### src/hw/lv_pkg.sv
// the attribute table holds 8 entries; addresses in it must be unique and NUM_REGS may not exceed it
`default_nettype none

package lv_pkg;

    // ====================
    // widths
    // ====================
    typedef logic [5:0]  addr_t;
    typedef logic [15:0] data_t;
    typedef logic [7:0]  crc_t;

    // sequencer states
    typedef enum logic [2:0] {
        LV_OFF,
        LV_FUSE_LOAD,
        LV_CFG,
        LV_TEST,
        LV_FAULT
    } lv_mode_e;

    // per register address, reset value and mode permissions
    typedef struct packed {
        addr_t addr;
        data_t dflt;
        logic  test_wr;
        logic  test_rd;
        logic  cfg_wr;
        logic  cfg_rd;
    } reg_attr_t;

    // one request shared by every slice
    typedef struct packed {
        logic  wen;
        logic  ren;
        addr_t addr;
        data_t data;
        crc_t  crc;
        logic  fuse;
        logic  test_st;
        logic  cfg_st;
    } reg_req_t;

    // slice answer, data and tag are zero unless the read is granted
    typedef struct packed {
        logic  wgnt;
        logic  rgnt;
        data_t rdata;
        crc_t  rcrc;
    } slice_rsp_t;

    // ====================
    // attribute table
    // ====================
    localparam int REG_TBL_SIZE = 8;

    localparam reg_attr_t REG_ATTR [REG_TBL_SIZE] = '{
        // addr   default    tw    tr    cw    cr
        '{6'h00, 16'h0a5c, 1'b1, 1'b1, 1'b1, 1'b1},
        '{6'h01, 16'h1234, 1'b0, 1'b1, 1'b1, 1'b1},
        '{6'h02, 16'h00ff, 1'b1, 1'b1, 1'b0, 1'b1},
        '{6'h04, 16'hc3c3, 1'b0, 1'b0, 1'b1, 1'b1},
        '{6'h08, 16'h8001, 1'b1, 1'b0, 1'b1, 1'b0},
        '{6'h10, 16'h5aa5, 1'b0, 1'b1, 1'b0, 1'b0},
        '{6'h20, 16'h7e00, 1'b1, 1'b1, 1'b0, 1'b0},
        '{6'h3f, 16'hdead, 1'b0, 1'b0, 1'b0, 1'b1}
    };

endpackage

`default_nettype wire
### src/hw/lv_ctrl_top.sv
// NUM_REGS must stay within the package table; no back-pressure, one request per cycle
`default_nettype none

module lv_ctrl_top #(
    parameter int NUM_REGS = 8
) (
    input  logic             i_clk,
    input  logic             i_rst_n,
    // bus master
    input  logic             i_bus_wen,
    input  logic             i_bus_ren,
    input  lv_pkg::addr_t    i_bus_addr,
    input  lv_pkg::data_t    i_bus_wdata,
    input  lv_pkg::crc_t     i_bus_wcrc,
    // power and mode
    input  logic             i_pwr_on,
    input  logic             i_test_mode,
    // fuse loader
    input  logic             i_fuse_vld,
    input  lv_pkg::addr_t    i_fuse_addr,
    input  lv_pkg::data_t    i_fuse_data,
    input  logic             i_fuse_done,
    // link errors
    input  logic             i_ow_com_err,
    input  logic             i_ow_wdg_err,
    input  logic             i_spi_err,
    // read response and status
    output logic             o_rvld,
    output lv_pkg::data_t    o_rdata,
    output lv_pkg::crc_t     o_rcrc,
    output logic             o_acc_err,
    output lv_pkg::lv_mode_e o_mode,
    output logic             o_fsenb_n
);

    import lv_pkg::*;

    lv_mode_e                   mode;
    reg_req_t                   req;
    slice_rsp_t [NUM_REGS-1:0]  rsp;

    // ====================
    // sequencer
    // ====================
    lv_ctrl_fsm u_fsm (
        .i_clk        (i_clk),
        .i_rst_n      (i_rst_n),
        .i_pwr_on     (i_pwr_on),
        .i_test_mode  (i_test_mode),
        .i_fuse_done  (i_fuse_done),
        .i_ow_com_err (i_ow_com_err),
        .i_ow_wdg_err (i_ow_wdg_err),
        .i_spi_err    (i_spi_err),
        .o_mode       (mode),
        .o_fsenb_n    (o_fsenb_n)
    );

    // request front end
    lv_reg_access u_access (
        .i_clk       (i_clk),
        .i_rst_n     (i_rst_n),
        .i_mode      (mode),
        .i_bus_wen   (i_bus_wen),
        .i_bus_ren   (i_bus_ren),
        .i_bus_addr  (i_bus_addr),
        .i_bus_wdata (i_bus_wdata),
        .i_bus_wcrc  (i_bus_wcrc),
        .i_fuse_vld  (i_fuse_vld),
        .i_fuse_addr (i_fuse_addr),
        .i_fuse_data (i_fuse_data),
        .o_req       (req)
    );

    // ====================
    // register bank
    // ====================
    for (genvar i = 0; i < NUM_REGS; i++) begin : g_slice
        lv_reg_slice #(
            .IDX (i)
        ) u_slice (
            .i_clk   (i_clk),
            .i_rst_n (i_rst_n),
            .i_req   (req),
            .o_rsp   (rsp[i])
        );
    end

    // read return and error flag
    lv_rdata_merge #(
        .NUM_REGS (NUM_REGS)
    ) u_merge (
        .i_clk     (i_clk),
        .i_rst_n   (i_rst_n),
        .i_req     (req),
        .i_rsp     (rsp),
        .o_rvld    (o_rvld),
        .o_rdata   (o_rdata),
        .o_rcrc    (o_rcrc),
        .o_acc_err (o_acc_err)
    );

    assign o_mode = mode;

endmodule

`default_nettype wire

### src/hw/lv_rdata_merge.sv
// relies on slices zeroing ungranted data; response and error appear one cycle after the strobe
`default_nettype none

module lv_rdata_merge #(
    parameter int NUM_REGS = 8
) (
    input  logic                              i_clk,
    input  logic                              i_rst_n,
    input  lv_pkg::reg_req_t                  i_req,
    input  lv_pkg::slice_rsp_t [NUM_REGS-1:0] i_rsp,
    output logic                              o_rvld,
    output lv_pkg::data_t                     o_rdata,
    output lv_pkg::crc_t                      o_rcrc,
    output logic                              o_acc_err
);

    import lv_pkg::*;

    logic  any_wgnt;
    logic  any_rgnt;
    data_t rdata_or;
    crc_t  rcrc_or;
    logic  miss;
    logic  rvld_q;
    logic  acc_err_q;
    data_t rdata_q;
    crc_t  rcrc_q;

    // ====================
    // OR reduction
    // ====================
    always_comb begin
        any_wgnt = 1'b0;
        any_rgnt = 1'b0;
        rdata_or = '0;
        rcrc_or  = '0;
        for (int i = 0; i < NUM_REGS; i++) begin
            any_wgnt = any_wgnt | i_rsp[i].wgnt;
            any_rgnt = any_rgnt | i_rsp[i].rgnt;
            rdata_or = rdata_or | i_rsp[i].rdata;
            rcrc_or  = rcrc_or | i_rsp[i].rcrc;
        end
    end

    // bus strobe nobody took
    assign miss = (i_req.wen | i_req.ren) & ~i_req.fuse & ~(any_wgnt | any_rgnt);

    // control flags
    always_ff @(posedge i_clk or negedge i_rst_n) begin
        if (!i_rst_n) begin
            rvld_q    <= 1'b0;
            acc_err_q <= 1'b0;
        end else begin
            rvld_q    <= any_rgnt;
            acc_err_q <= miss;
        end
    end

    // response payload
    always_ff @(posedge i_clk) begin
        rdata_q <= rdata_or;
        rcrc_q  <= rcrc_or;
    end

    assign o_rvld    = rvld_q;
    assign o_acc_err = acc_err_q;
    assign o_rdata   = rdata_q;
    assign o_rcrc    = rcrc_q;

endmodule

`default_nettype wire

### src/hw/lv_reg_slice.sv
// IDX selects the attribute table entry; CRC is stored as given and never checked
`default_nettype none

module lv_reg_slice #(
    parameter int IDX = 0
) (
    input  logic               i_clk,
    input  logic               i_rst_n,
    input  lv_pkg::reg_req_t   i_req,
    output lv_pkg::slice_rsp_t o_rsp
);

    import lv_pkg::*;

    localparam reg_attr_t ATTR = REG_ATTR[IDX];

    logic  hit;
    logic  wr_ok;
    logic  rd_ok;
    logic  wgnt;
    logic  rgnt;
    data_t data_q;
    crc_t  crc_q;

    // ====================
    // address and permission
    // ====================
    assign hit = (i_req.addr == ATTR.addr);

    // fuse writes bypass the mode permissions
    assign wr_ok = i_req.fuse
                 | (i_req.test_st & ATTR.test_wr)
                 | (i_req.cfg_st & ATTR.cfg_wr);
    assign rd_ok = (i_req.test_st & ATTR.test_rd) | (i_req.cfg_st & ATTR.cfg_rd);

    assign wgnt = i_req.wen & hit & wr_ok;
    assign rgnt = i_req.ren & hit & rd_ok;

    // word and tag storage
    always_ff @(posedge i_clk or negedge i_rst_n) begin
        if (!i_rst_n) begin
            data_q <= ATTR.dflt;
            crc_q  <= '0;
        end else if (wgnt) begin
            data_q <= i_req.data;
            crc_q  <= i_req.crc;
        end
    end

    // zeros unless granted so the merge can OR
    assign o_rsp.wgnt  = wgnt;
    assign o_rsp.rgnt  = rgnt;
    assign o_rsp.rdata = rgnt ? data_q : '0;
    assign o_rsp.rcrc  = rgnt ? crc_q : '0;

endmodule

`default_nettype wire

### src/hw/lv_reg_access.sv
// request path is combinational; at most one strobe leaves per cycle, write before read
`default_nettype none

module lv_reg_access (
    input  logic             i_clk,
    input  logic             i_rst_n,
    input  lv_pkg::lv_mode_e i_mode,
    // bus master side
    input  logic             i_bus_wen,
    input  logic             i_bus_ren,
    input  lv_pkg::addr_t    i_bus_addr,
    input  lv_pkg::data_t    i_bus_wdata,
    input  lv_pkg::crc_t     i_bus_wcrc,
    // fuse loader side
    input  logic             i_fuse_vld,
    input  lv_pkg::addr_t    i_fuse_addr,
    input  lv_pkg::data_t    i_fuse_data,
    // broadcast to all slices
    output lv_pkg::reg_req_t o_req
);

    import lv_pkg::*;

    reg_req_t req;

    // ====================
    // source select
    // ====================
    always_comb begin
        req = '0;
        case (i_mode)
            LV_FUSE_LOAD: begin
                // bus is ignored while fuses load
                req.wen  = i_fuse_vld;
                req.fuse = i_fuse_vld;
                req.addr = i_fuse_addr;
                req.data = i_fuse_data;
                // fuse words carry no tag
                req.crc  = '0;
            end
            LV_CFG, LV_TEST: begin
                req.wen  = i_bus_wen;
                // read dropped when a write comes with it
                req.ren  = i_bus_ren & ~i_bus_wen;
                req.addr = i_bus_addr;
                req.data = i_bus_wdata;
                req.crc  = i_bus_wcrc;
            end
            default: begin
                // off and fault pass nothing
                req = '0;
            end
        endcase
        // mode status for the permission checks
        req.test_st = (i_mode == LV_TEST);
        req.cfg_st  = (i_mode == LV_CFG);
    end

    assign o_req = req;

endmodule

`default_nettype wire

### src/hw/lv_ctrl_fsm.sv
// power loss overrides every state; link errors are sampled only in cfg and test mode
`default_nettype none

module lv_ctrl_fsm (
    input  logic             i_clk,
    input  logic             i_rst_n,
    // power and mode requests
    input  logic             i_pwr_on,
    input  logic             i_test_mode,
    // fuse loader handshake
    input  logic             i_fuse_done,
    // link error flags
    input  logic             i_ow_com_err,
    input  logic             i_ow_wdg_err,
    input  logic             i_spi_err,
    // current state
    output lv_pkg::lv_mode_e o_mode,
    // low while fuse sensing is on
    output logic             o_fsenb_n
);

    import lv_pkg::*;

    // ====================
    // declarations
    // ====================
    lv_mode_e state_q;
    lv_mode_e state_d;
    logic     link_err;

    // any link fault counts the same
    assign link_err = i_ow_com_err | i_ow_wdg_err | i_spi_err;

    // ====================
    // next state
    // ====================
    always_comb begin
        state_d = state_q;
        if (!i_pwr_on) begin
            // power drop wins over everything
            state_d = LV_OFF;
        end else begin
            case (state_q)
                LV_OFF: begin
                    // power just came up
                    state_d = LV_FUSE_LOAD;
                end
                LV_FUSE_LOAD: begin
                    // wait for the loader to finish
                    if (i_fuse_done) begin
                        state_d = LV_CFG;
                    end
                end
                LV_CFG: begin
                    if (link_err) begin
                        state_d = LV_FAULT;
                    end else if (i_test_mode) begin
                        state_d = LV_TEST;
                    end
                end
                LV_TEST: begin
                    if (link_err) begin
                        state_d = LV_FAULT;
                    end else if (!i_test_mode) begin
                        state_d = LV_CFG;
                    end
                end
                LV_FAULT: begin
                    // latched until power goes away
                    state_d = LV_FAULT;
                end
                default: begin
                    state_d = LV_OFF;
                end
            endcase
        end
    end

    // ====================
    // state register
    // ====================
    always_ff @(posedge i_clk or negedge i_rst_n) begin
        if (!i_rst_n) begin
            state_q <= LV_OFF;
        end else begin
            state_q <= state_d;
        end
    end

    // outputs straight from the state
    assign o_mode = state_q;

    // sense enable only during the load window
    assign o_fsenb_n = (state_q != LV_FUSE_LOAD);

endmodule

`default_nettype wire

### config.mk
export PLATFORM = sky130hd
export DESIGN_NAME = lv_ctrl_top
export DESIGN_NICKNAME = d
export VERILOG_FILES = /design/src/hw/lv_pkg.sv /design/src/hw/lv_ctrl_top.sv /design/src/hw/lv_rdata_merge.sv /design/src/hw/lv_reg_slice.sv /design/src/hw/lv_reg_access.sv /design/src/hw/lv_ctrl_fsm.sv
export SDC_FILE = /design/constraint.sdc
export NUM_CORES = 1
export LEC_CHECK = 0
export ABC_AREA = 0
export BUFFER_PORTS_ARGS = -buffer_cell sky130_fd_sc_hd__buf_2
export CAP_MARGIN = 20
export CORE_MARGIN = 3
export CORE_UTILIZATION = 44
export CTS_CLUSTER_SIZE = 16
export DETAILED_ROUTE_END_ITERATION = 8
export HOLD_SLACK_MARGIN = 0.08
export PLACE_DENSITY = 0.73
export SETUP_SLACK_MARGIN = 0.3
export SYNTH_ARGS = -nofsm -noshare
export SYNTH_HDL_FRONTEND = slang
export SYNTH_SLANG_ARGS = --single-unit
### constraint.sdc
create_clock -name i_clk -period 6.2 [get_ports i_clk]
set_clock_uncertainty 0.1 [all_clocks]
set_input_delay 0.31 -clock i_clk [delete_from_list [all_inputs] [get_ports i_clk]]
set_output_delay 0.31 -clock i_clk [all_outputs]
set_load 0.01 [all_outputs]
==> results of run 1 <==
-- per-stage QoR --
stage | hold WS (ns) | cells | worst slack (ns)
after floorplan | -0.0856 | 855 | 3.84
after CTS | 0.132 | 1196 | 2.18
final | 0.149 | 1197 | 2.28
after global placement | 0.356 | 1153 | 2.27
after global routing | 0.170 | 1197 | 1.98
after detailed placement | 0.363 | 1153 | 2.16
-- power by group --
| group | internal, mW | switching, mW | leakage, nW | total [mW] |
|---|---|---|---|---|
| Clock | 0.621 | 0.517 | 0.295 | 1.14 |
| Sequential | 1.57 | 0.136 | 2.34 | 1.71 |
| Combinational | 0.188 | 0.292 | 1.56 | 0.479 |
| Total | 2.38 | 0.944 | 4.19 | 3.33 |
-- logic make-up (layout without fill, tap and decap cells) --
group / Yosys count / in the layout / synth area share [%]
AO/OA/AOI/OAI: 283 / 283 / 20.7
XOR/XNOR: 1 / 1 / 0.103
buffers and inverters: 94 / 176 / 4.70
flip-flops: 197 / 197 / 57.6
multiplexers: 18 / 18 / 2.13
AND/OR/NAND/NOR: 262 / 262 / 14.8
-- cells in the final DEF (no fill, tap or decap), types with 6 or more instances in the layout --
master,count
a2bb2oi_1,8
dfstp_2,52
buf_4,15
dfxtp_1,24
nand2_1,133
mux2i_1,18
nand3b_1,8
a22oi_1,38
inv_6,6
o21ai_0,122
a222oi_1,17
nand3_1,43
buf_2,91
dfrtp_1,121
a221oi_1,18
a31oi_1,9
and2_1,16
dlygate4sd3_1,11
inv_1,25
nor2_1,24
clkbuf_16,17
or2_2,9
a21oi_1,54
-- sequential cells by signal, summed over array words and instances (netlist names) --
signal,count
g_slice.u_slice.crc_q,56
u_merge.o_rvld,1
u_merge.o_rcrc,8
u_merge.o_rdata,16
u_merge.o_acc_err,1
g_slice.u_slice.data_q,112
u_fsm.o_mode,3
-- per-layer routing --
metal	part of all wire [%]	up-vias	wire length [um]	track usage, %
li1	-	3182	-	-
met4	1.3	0	280	6.43
met3	5.0	22	1090	3.84
met2	47	190	10300	34.6
met1	47	3359	10300	30.9
met5	0	-	0	0
-- Yosys cell counts (all sizes together) (2+ instances only) --
library cell  instances
a21o                  4
a21oi                58
a221oi               18
a222oi               17
a22oi                38
a2bb2oi               8
a31oi                 9
and2                 16
and3                  2
buf                  26
clkbuf               43
dfrtp               121
dfstp                52
dfxtp                24
inv                  25
mux2i                18
nand2               133
nand2b                2
nand3                43
nand3b                9
nand4                 2
nor2                 24
nor2b                 5
nor3                  5
nor4                  4
o21ai               126
or2                   9
or4                   3
-- cell type report --
type	count	area, um2
Fill cell	1691	9010
Clock inverter	13	165
Multi-Input combinational cell	564	3210
Sequential cell	197	4870
Inverter	25	93.8
Timing Repair Buffer	119	704
Clock buffer	19	443
Tap cell	260	325
-- repair_timing --
item / in CTS / in global routing
hold buffers: 11 / 0
setup endpoints to repair: 0 / 0
hold endpoints to repair: 84 / 0
-- tightest hold or removal path: stages --
cell and delay [ns]:
buf_2 0.07, nor3_1 0.06, a21oi_1 0.15, nor2_1 0.06
-- final timing paths --
path / cells past startpoint / end / slack [ns]
worst max-delay path: 7 / g_slice[2].u_slice.crc_q[0] / 2.28
worst min-delay path: 4 / u_fsm.o_mode[1] / 0.15
worst max register to register: 7 / g_slice[2].u_slice.crc_q[0] / 2.28
max in group asynchronous: 3 / g_slice[1].u_slice.crc_q[5] / 4.12
min in group asynchronous: 2 / g_slice[0].u_slice.crc_q[1] / 0.44
worst min register to register: 2 / g_slice[6].u_slice.data_q[14] / 0.37
==> metrics, run 1 <==
nets 987; Starting Density between 40 and 50%; CTS tree built; Tot GR Track Use 21.8%; vias in the first global route 6500; status completed; Core Util, Final 52.1%; post-synthesis sequential area ratio 57.6%; largest cells by area after synthesis dfrtp_1, dfstp_2, o21ai_0; #FFs+latches synth 197; CP delay by family, top simple AND/OR/NAND/NOR gates; CTS resizes 0; H-tree depth 4; P&R area growth vs syn 16.0%; Post-synth EDFFs 0; CTS buffer count 17; syn avg cell area 9.90 um2; Finished Cell Area between 9000 and 10000 um2; leading area contributor after synthesis dfrtp_1; CP max stage delay 0.88 ns; Synth warnings 0; Cell Area, Synth roughly 8500 um2; share of cells above drive strength 1 23.1%; gp weighted congestion 0.816; Critical path buffers and inverters 1; pin count of the biggest net entering global routing 101; Worst setup startpoint u_fsm.o_mode[0]; crit path time final ~3.9 ns; setup violators final 0; CP arrival 4.17 ns; min-delay worst type in2reg; row cnt 50; leakage 4.19 nW; routed vias/inst around 5.6; worst rel slew slack 28.9%; setup TNS 0 ns; Die Y 145 um; Routed WL 21900 um; Overflow after GRT 0; WS Path Type reg2reg; CTS sink count 197; Critical Path Sink Type flip-flop; I/O pins 93; # diodes 0; Mapped Cells 855; Worst VDD drop 0.214 mV; Die X 145 um; top cell type's share of synthesized area a little over a third; core box area approximately 19000 um2; clock-pin slew of the registers on the worst-case setup and hold paths 0.07 ns; Residual DRC 0; min-delay src i_spi_err; PwrDens approximately 340 nW/um2; setup bufs post-CTS 0; Max Fanout on Critical Path 28; R2R Path Start u_fsm.o_mode[0]; initial antenna violation count 0; hpwl dp 13800 um; Max Clk Rate around 250 MHz; CP cell instances nand3b_1 > a21o_1 > nor2_1 > and3b_1 > buf_4 > nand3_1 > o21ai_0; Slew Viols, Final 0; Slew @ Worst Pin 1.06 ns; CP max stage cell dfrtp_1; WL per Instance around 18 um; clk_lat worst skew around 0.44 ns; ys async rst share between 80% and 90%; max-capacitance violation count 0; Final Hold Vio Count 0; CTS Buffer Depth 2; DP Area 9080 um2; I/O Buffers between 90 and 100; Synth cell types 49; first-pass GRT wire length 35400 um; total chip power 3.33 mW; dominant synthesized flop cell dfrtp_1; DRT Pass-1 Iters 8; via count 6753; Required @ worst endpoint 6.45 ns; Final ANT Viol Nets 0; unrepaired setup endpoints after global routing no; initial drt markers 741; root buf cell clkbuf_16; Worst Setup Start Kind flip-flop; die area 20900 um2; Post-Syn Nets 918; final worst path period share ~63%
(Power assumes the default switching activity.)
==> run 2, diff against run 1 <==
==> constraint.sdc (replaced) <==
create_clock -name i_clk -period 3.9 [get_ports i_clk]
set_clock_uncertainty 0.1 [all_clocks]
set_input_delay 0.195 -clock i_clk [delete_from_list [all_inputs] [get_ports i_clk]]
set_output_delay 0.195 -clock i_clk [all_outputs]
set_load 0.01 [all_outputs]
==> metrics, run 2 (synthesis gave the netlist of run 1 again) <==
Starting Density 45.0% (unchanged); Critical Path Sink Type flip-flop (unchanged); PwrDens 533 nW/um2 (was 339 nW/um2); CP arrival 3.22 ns (was 4.17 ns); leakage 4.28 nW (was 4.19 nW); Reg2Reg Depth 8 (was 7); clock-pin slew of the registers on the worst-case setup and hold paths 0.07 ns (about the same); CTS Buffer Depth 2 (unchanged); Overflow after GRT 0 (unchanged); Required @ worst endpoint 4.14 ns (was 6.45 ns); CTS buffer count 17 (unchanged); Final ANT Viol Nets 0 (unchanged); commonest non-fill, non-tap cell in the layout nand2_1 (unchanged); via count 6806 (was 6753); Tot GR Track Use 22.1% (was 21.8%); min-delay worst type in2reg (unchanged); P&R area growth vs syn 17.8% (was 16.0%); WL per Instance 18.1 um (was 18.3 um); CTS resizes 0 (unchanged); Hold Crit Depth 3 (was 4); Slew @ Worst Pin 0.949 ns (was 1.06 ns); Slew Viols, Final 0 (unchanged); row cnt 50 (unchanged); I/O pins 93 (unchanged); root buf cell clkbuf_16 (unchanged); post-route insts no fill 1215 (was 1197); Residual DRC 0 (unchanged); Largest register FFs 112 (unchanged); Final Hold Vio Count 0 (unchanged); gp weighted congestion 0.797 (was 0.816); Routed WL 22000 um (was 21900 um); Hold EP g_slice[3].u_slice.data_q[2] (was u_fsm.o_mode[1]); CTS sink count 197 (unchanged); pin count of the biggest net entering global routing 103 (was 101); final worst path period share 76.4% (was 63.3%); final hold slack 0.0927 ns (was 0.149 ns); routed vias/inst 5.60 (was 5.64); WS Path Type reg2reg (unchanged); core box area 18800 um2 (unchanged); placed insts 1168 (was 1153); setup violators final 0 (unchanged); DP Area 9210 um2 (was 9080 um2); # diodes 0 (unchanged); R2R Path End g_slice[2].u_slice.crc_q[6] (was g_slice[2].u_slice.crc_q[0]); nets 1005 (was 987); clk_lat worst skew 0.43 ns (was 0.44 ns); min-delay src i_bus_wdata[2] (was i_spi_err); Die Y 145 um (unchanged); worst rel slew slack 36.8% (was 28.9%); crit path time final 2.98 ns (was 3.92 ns); I/O Buffers 92 (unchanged); total chip power 5.32 mW (was 3.33 mW); Max Clk Rate 336 MHz (was 255 MHz); Worst Setup Start Kind flip-flop (unchanged); first-pass GRT wire length 35600 um (was 35400 um); DRT Pass-1 Iters 5 (was 8); R2R Path Start u_fsm.o_mode[1] (was u_fsm.o_mode[0]); Die X 145 um (unchanged); max-capacitance violation count 0 (unchanged); die area 20900 um2 (unchanged); initial drt markers 551 (was 741); CTS tree built (unchanged); R2R setup slack 0.92 ns (was 2.28 ns); share of cells above drive strength 1 23.8% (was 23.1%); H-tree depth 4 (unchanged); Finished Cell Area 9970 um2 (was 9820 um2); unrepaired setup endpoints after global routing no (unchanged); vias in the first global route 6717 (was 6500); Worst VDD drop 0.320 mV (was 0.214 mV); Filler cells 1691 (unchanged); setup TNS 0 ns (unchanged); hpwl dp 14100 um (was 13800 um); Max Fanout on Critical Path 48 (was 28); initial antenna violation count 0 (unchanged); Biggest register g_slice.u_slice.data_q (unchanged); commonest non-fill, non-tap cells in the layout nand2_1, o21ai_0, dfrtp_1 (unchanged); status completed (unchanged)
-- run 2: stage by stage --
stage	utilization [%]	setup slack [ns]
final	53.0	0.920
after global routing	53.0	0.676
after CTS	53.0	0.936
after detailed placement	48.9	0.943
after global placement	48.9	1.07
after floorplan	-	1.54
-- run 2: final cells by class --
cell class                 instances  area [um2]  share of cell area [%]
timing repair buffer             137         855                    8.57
inverter                          25        93.8                   0.941
multi-input combinational        564        3210                    32.2
sequential                       197        4870                    48.9
clock inverter                    10         145                    1.46
clock buffer                      22         474                    4.75
tap                              260         325                    3.26
-- run 2: where the power goes --
part	switching, mW	internal, mW
clock network	0.768	1.07
logic	0.475	0.309
registers	0.201	2.50
-- run 2: repair_timing --
item                      in CTS  in global routing
hold endpoints to repair     117                  0
hold buffers                  15                  0
setup buffers                  0                  0
-- run 2: worst max path at each step --
| stage | from | endpoint | slack, ns | cells after the start |
|---|---|---|---|---|
| floorplan | u_fsm.o_mode[0] | g_slice[2].u_slice.data_q[10] | 1.54 | 9 |
| global placement | u_fsm.o_mode[1] | g_slice[2].u_slice.crc_q[2] | 1.07 | 8 |
| detailed placement | u_fsm.o_mode[1] | g_slice[2].u_slice.crc_q[6] | 0.94 | 8 |
| CTS | u_fsm.o_mode[1] | g_slice[2].u_slice.crc_q[6] | 0.94 | 8 |
| global route | u_fsm.o_mode[1] | g_slice[2].u_slice.crc_q[6] | 0.68 | 8 |
| finish | u_fsm.o_mode[1] | g_slice[2].u_slice.crc_q[6] | 0.92 | 8 |
-- run 2: worst max-delay path: stages, from the launching register on --
cell	delay, ns
dfrtp_1	0.51
buf_4	0.25
nand3b_1	0.16
a21oi_2	0.15
or4_1	0.74
and3b_1	0.29
buf_4	0.42
nand3_1	0.14
o21ai_0	0.12
-- run 2: routing by layer --
layer	vias to the layer above	share of wire [%]	track usage, %
met1	3333	44	29.8
met4	0	1.4	6.43
li1	3222	-	-
met3	21	6.0	4.86
met2	230	48	36.3
met5	-	0	0
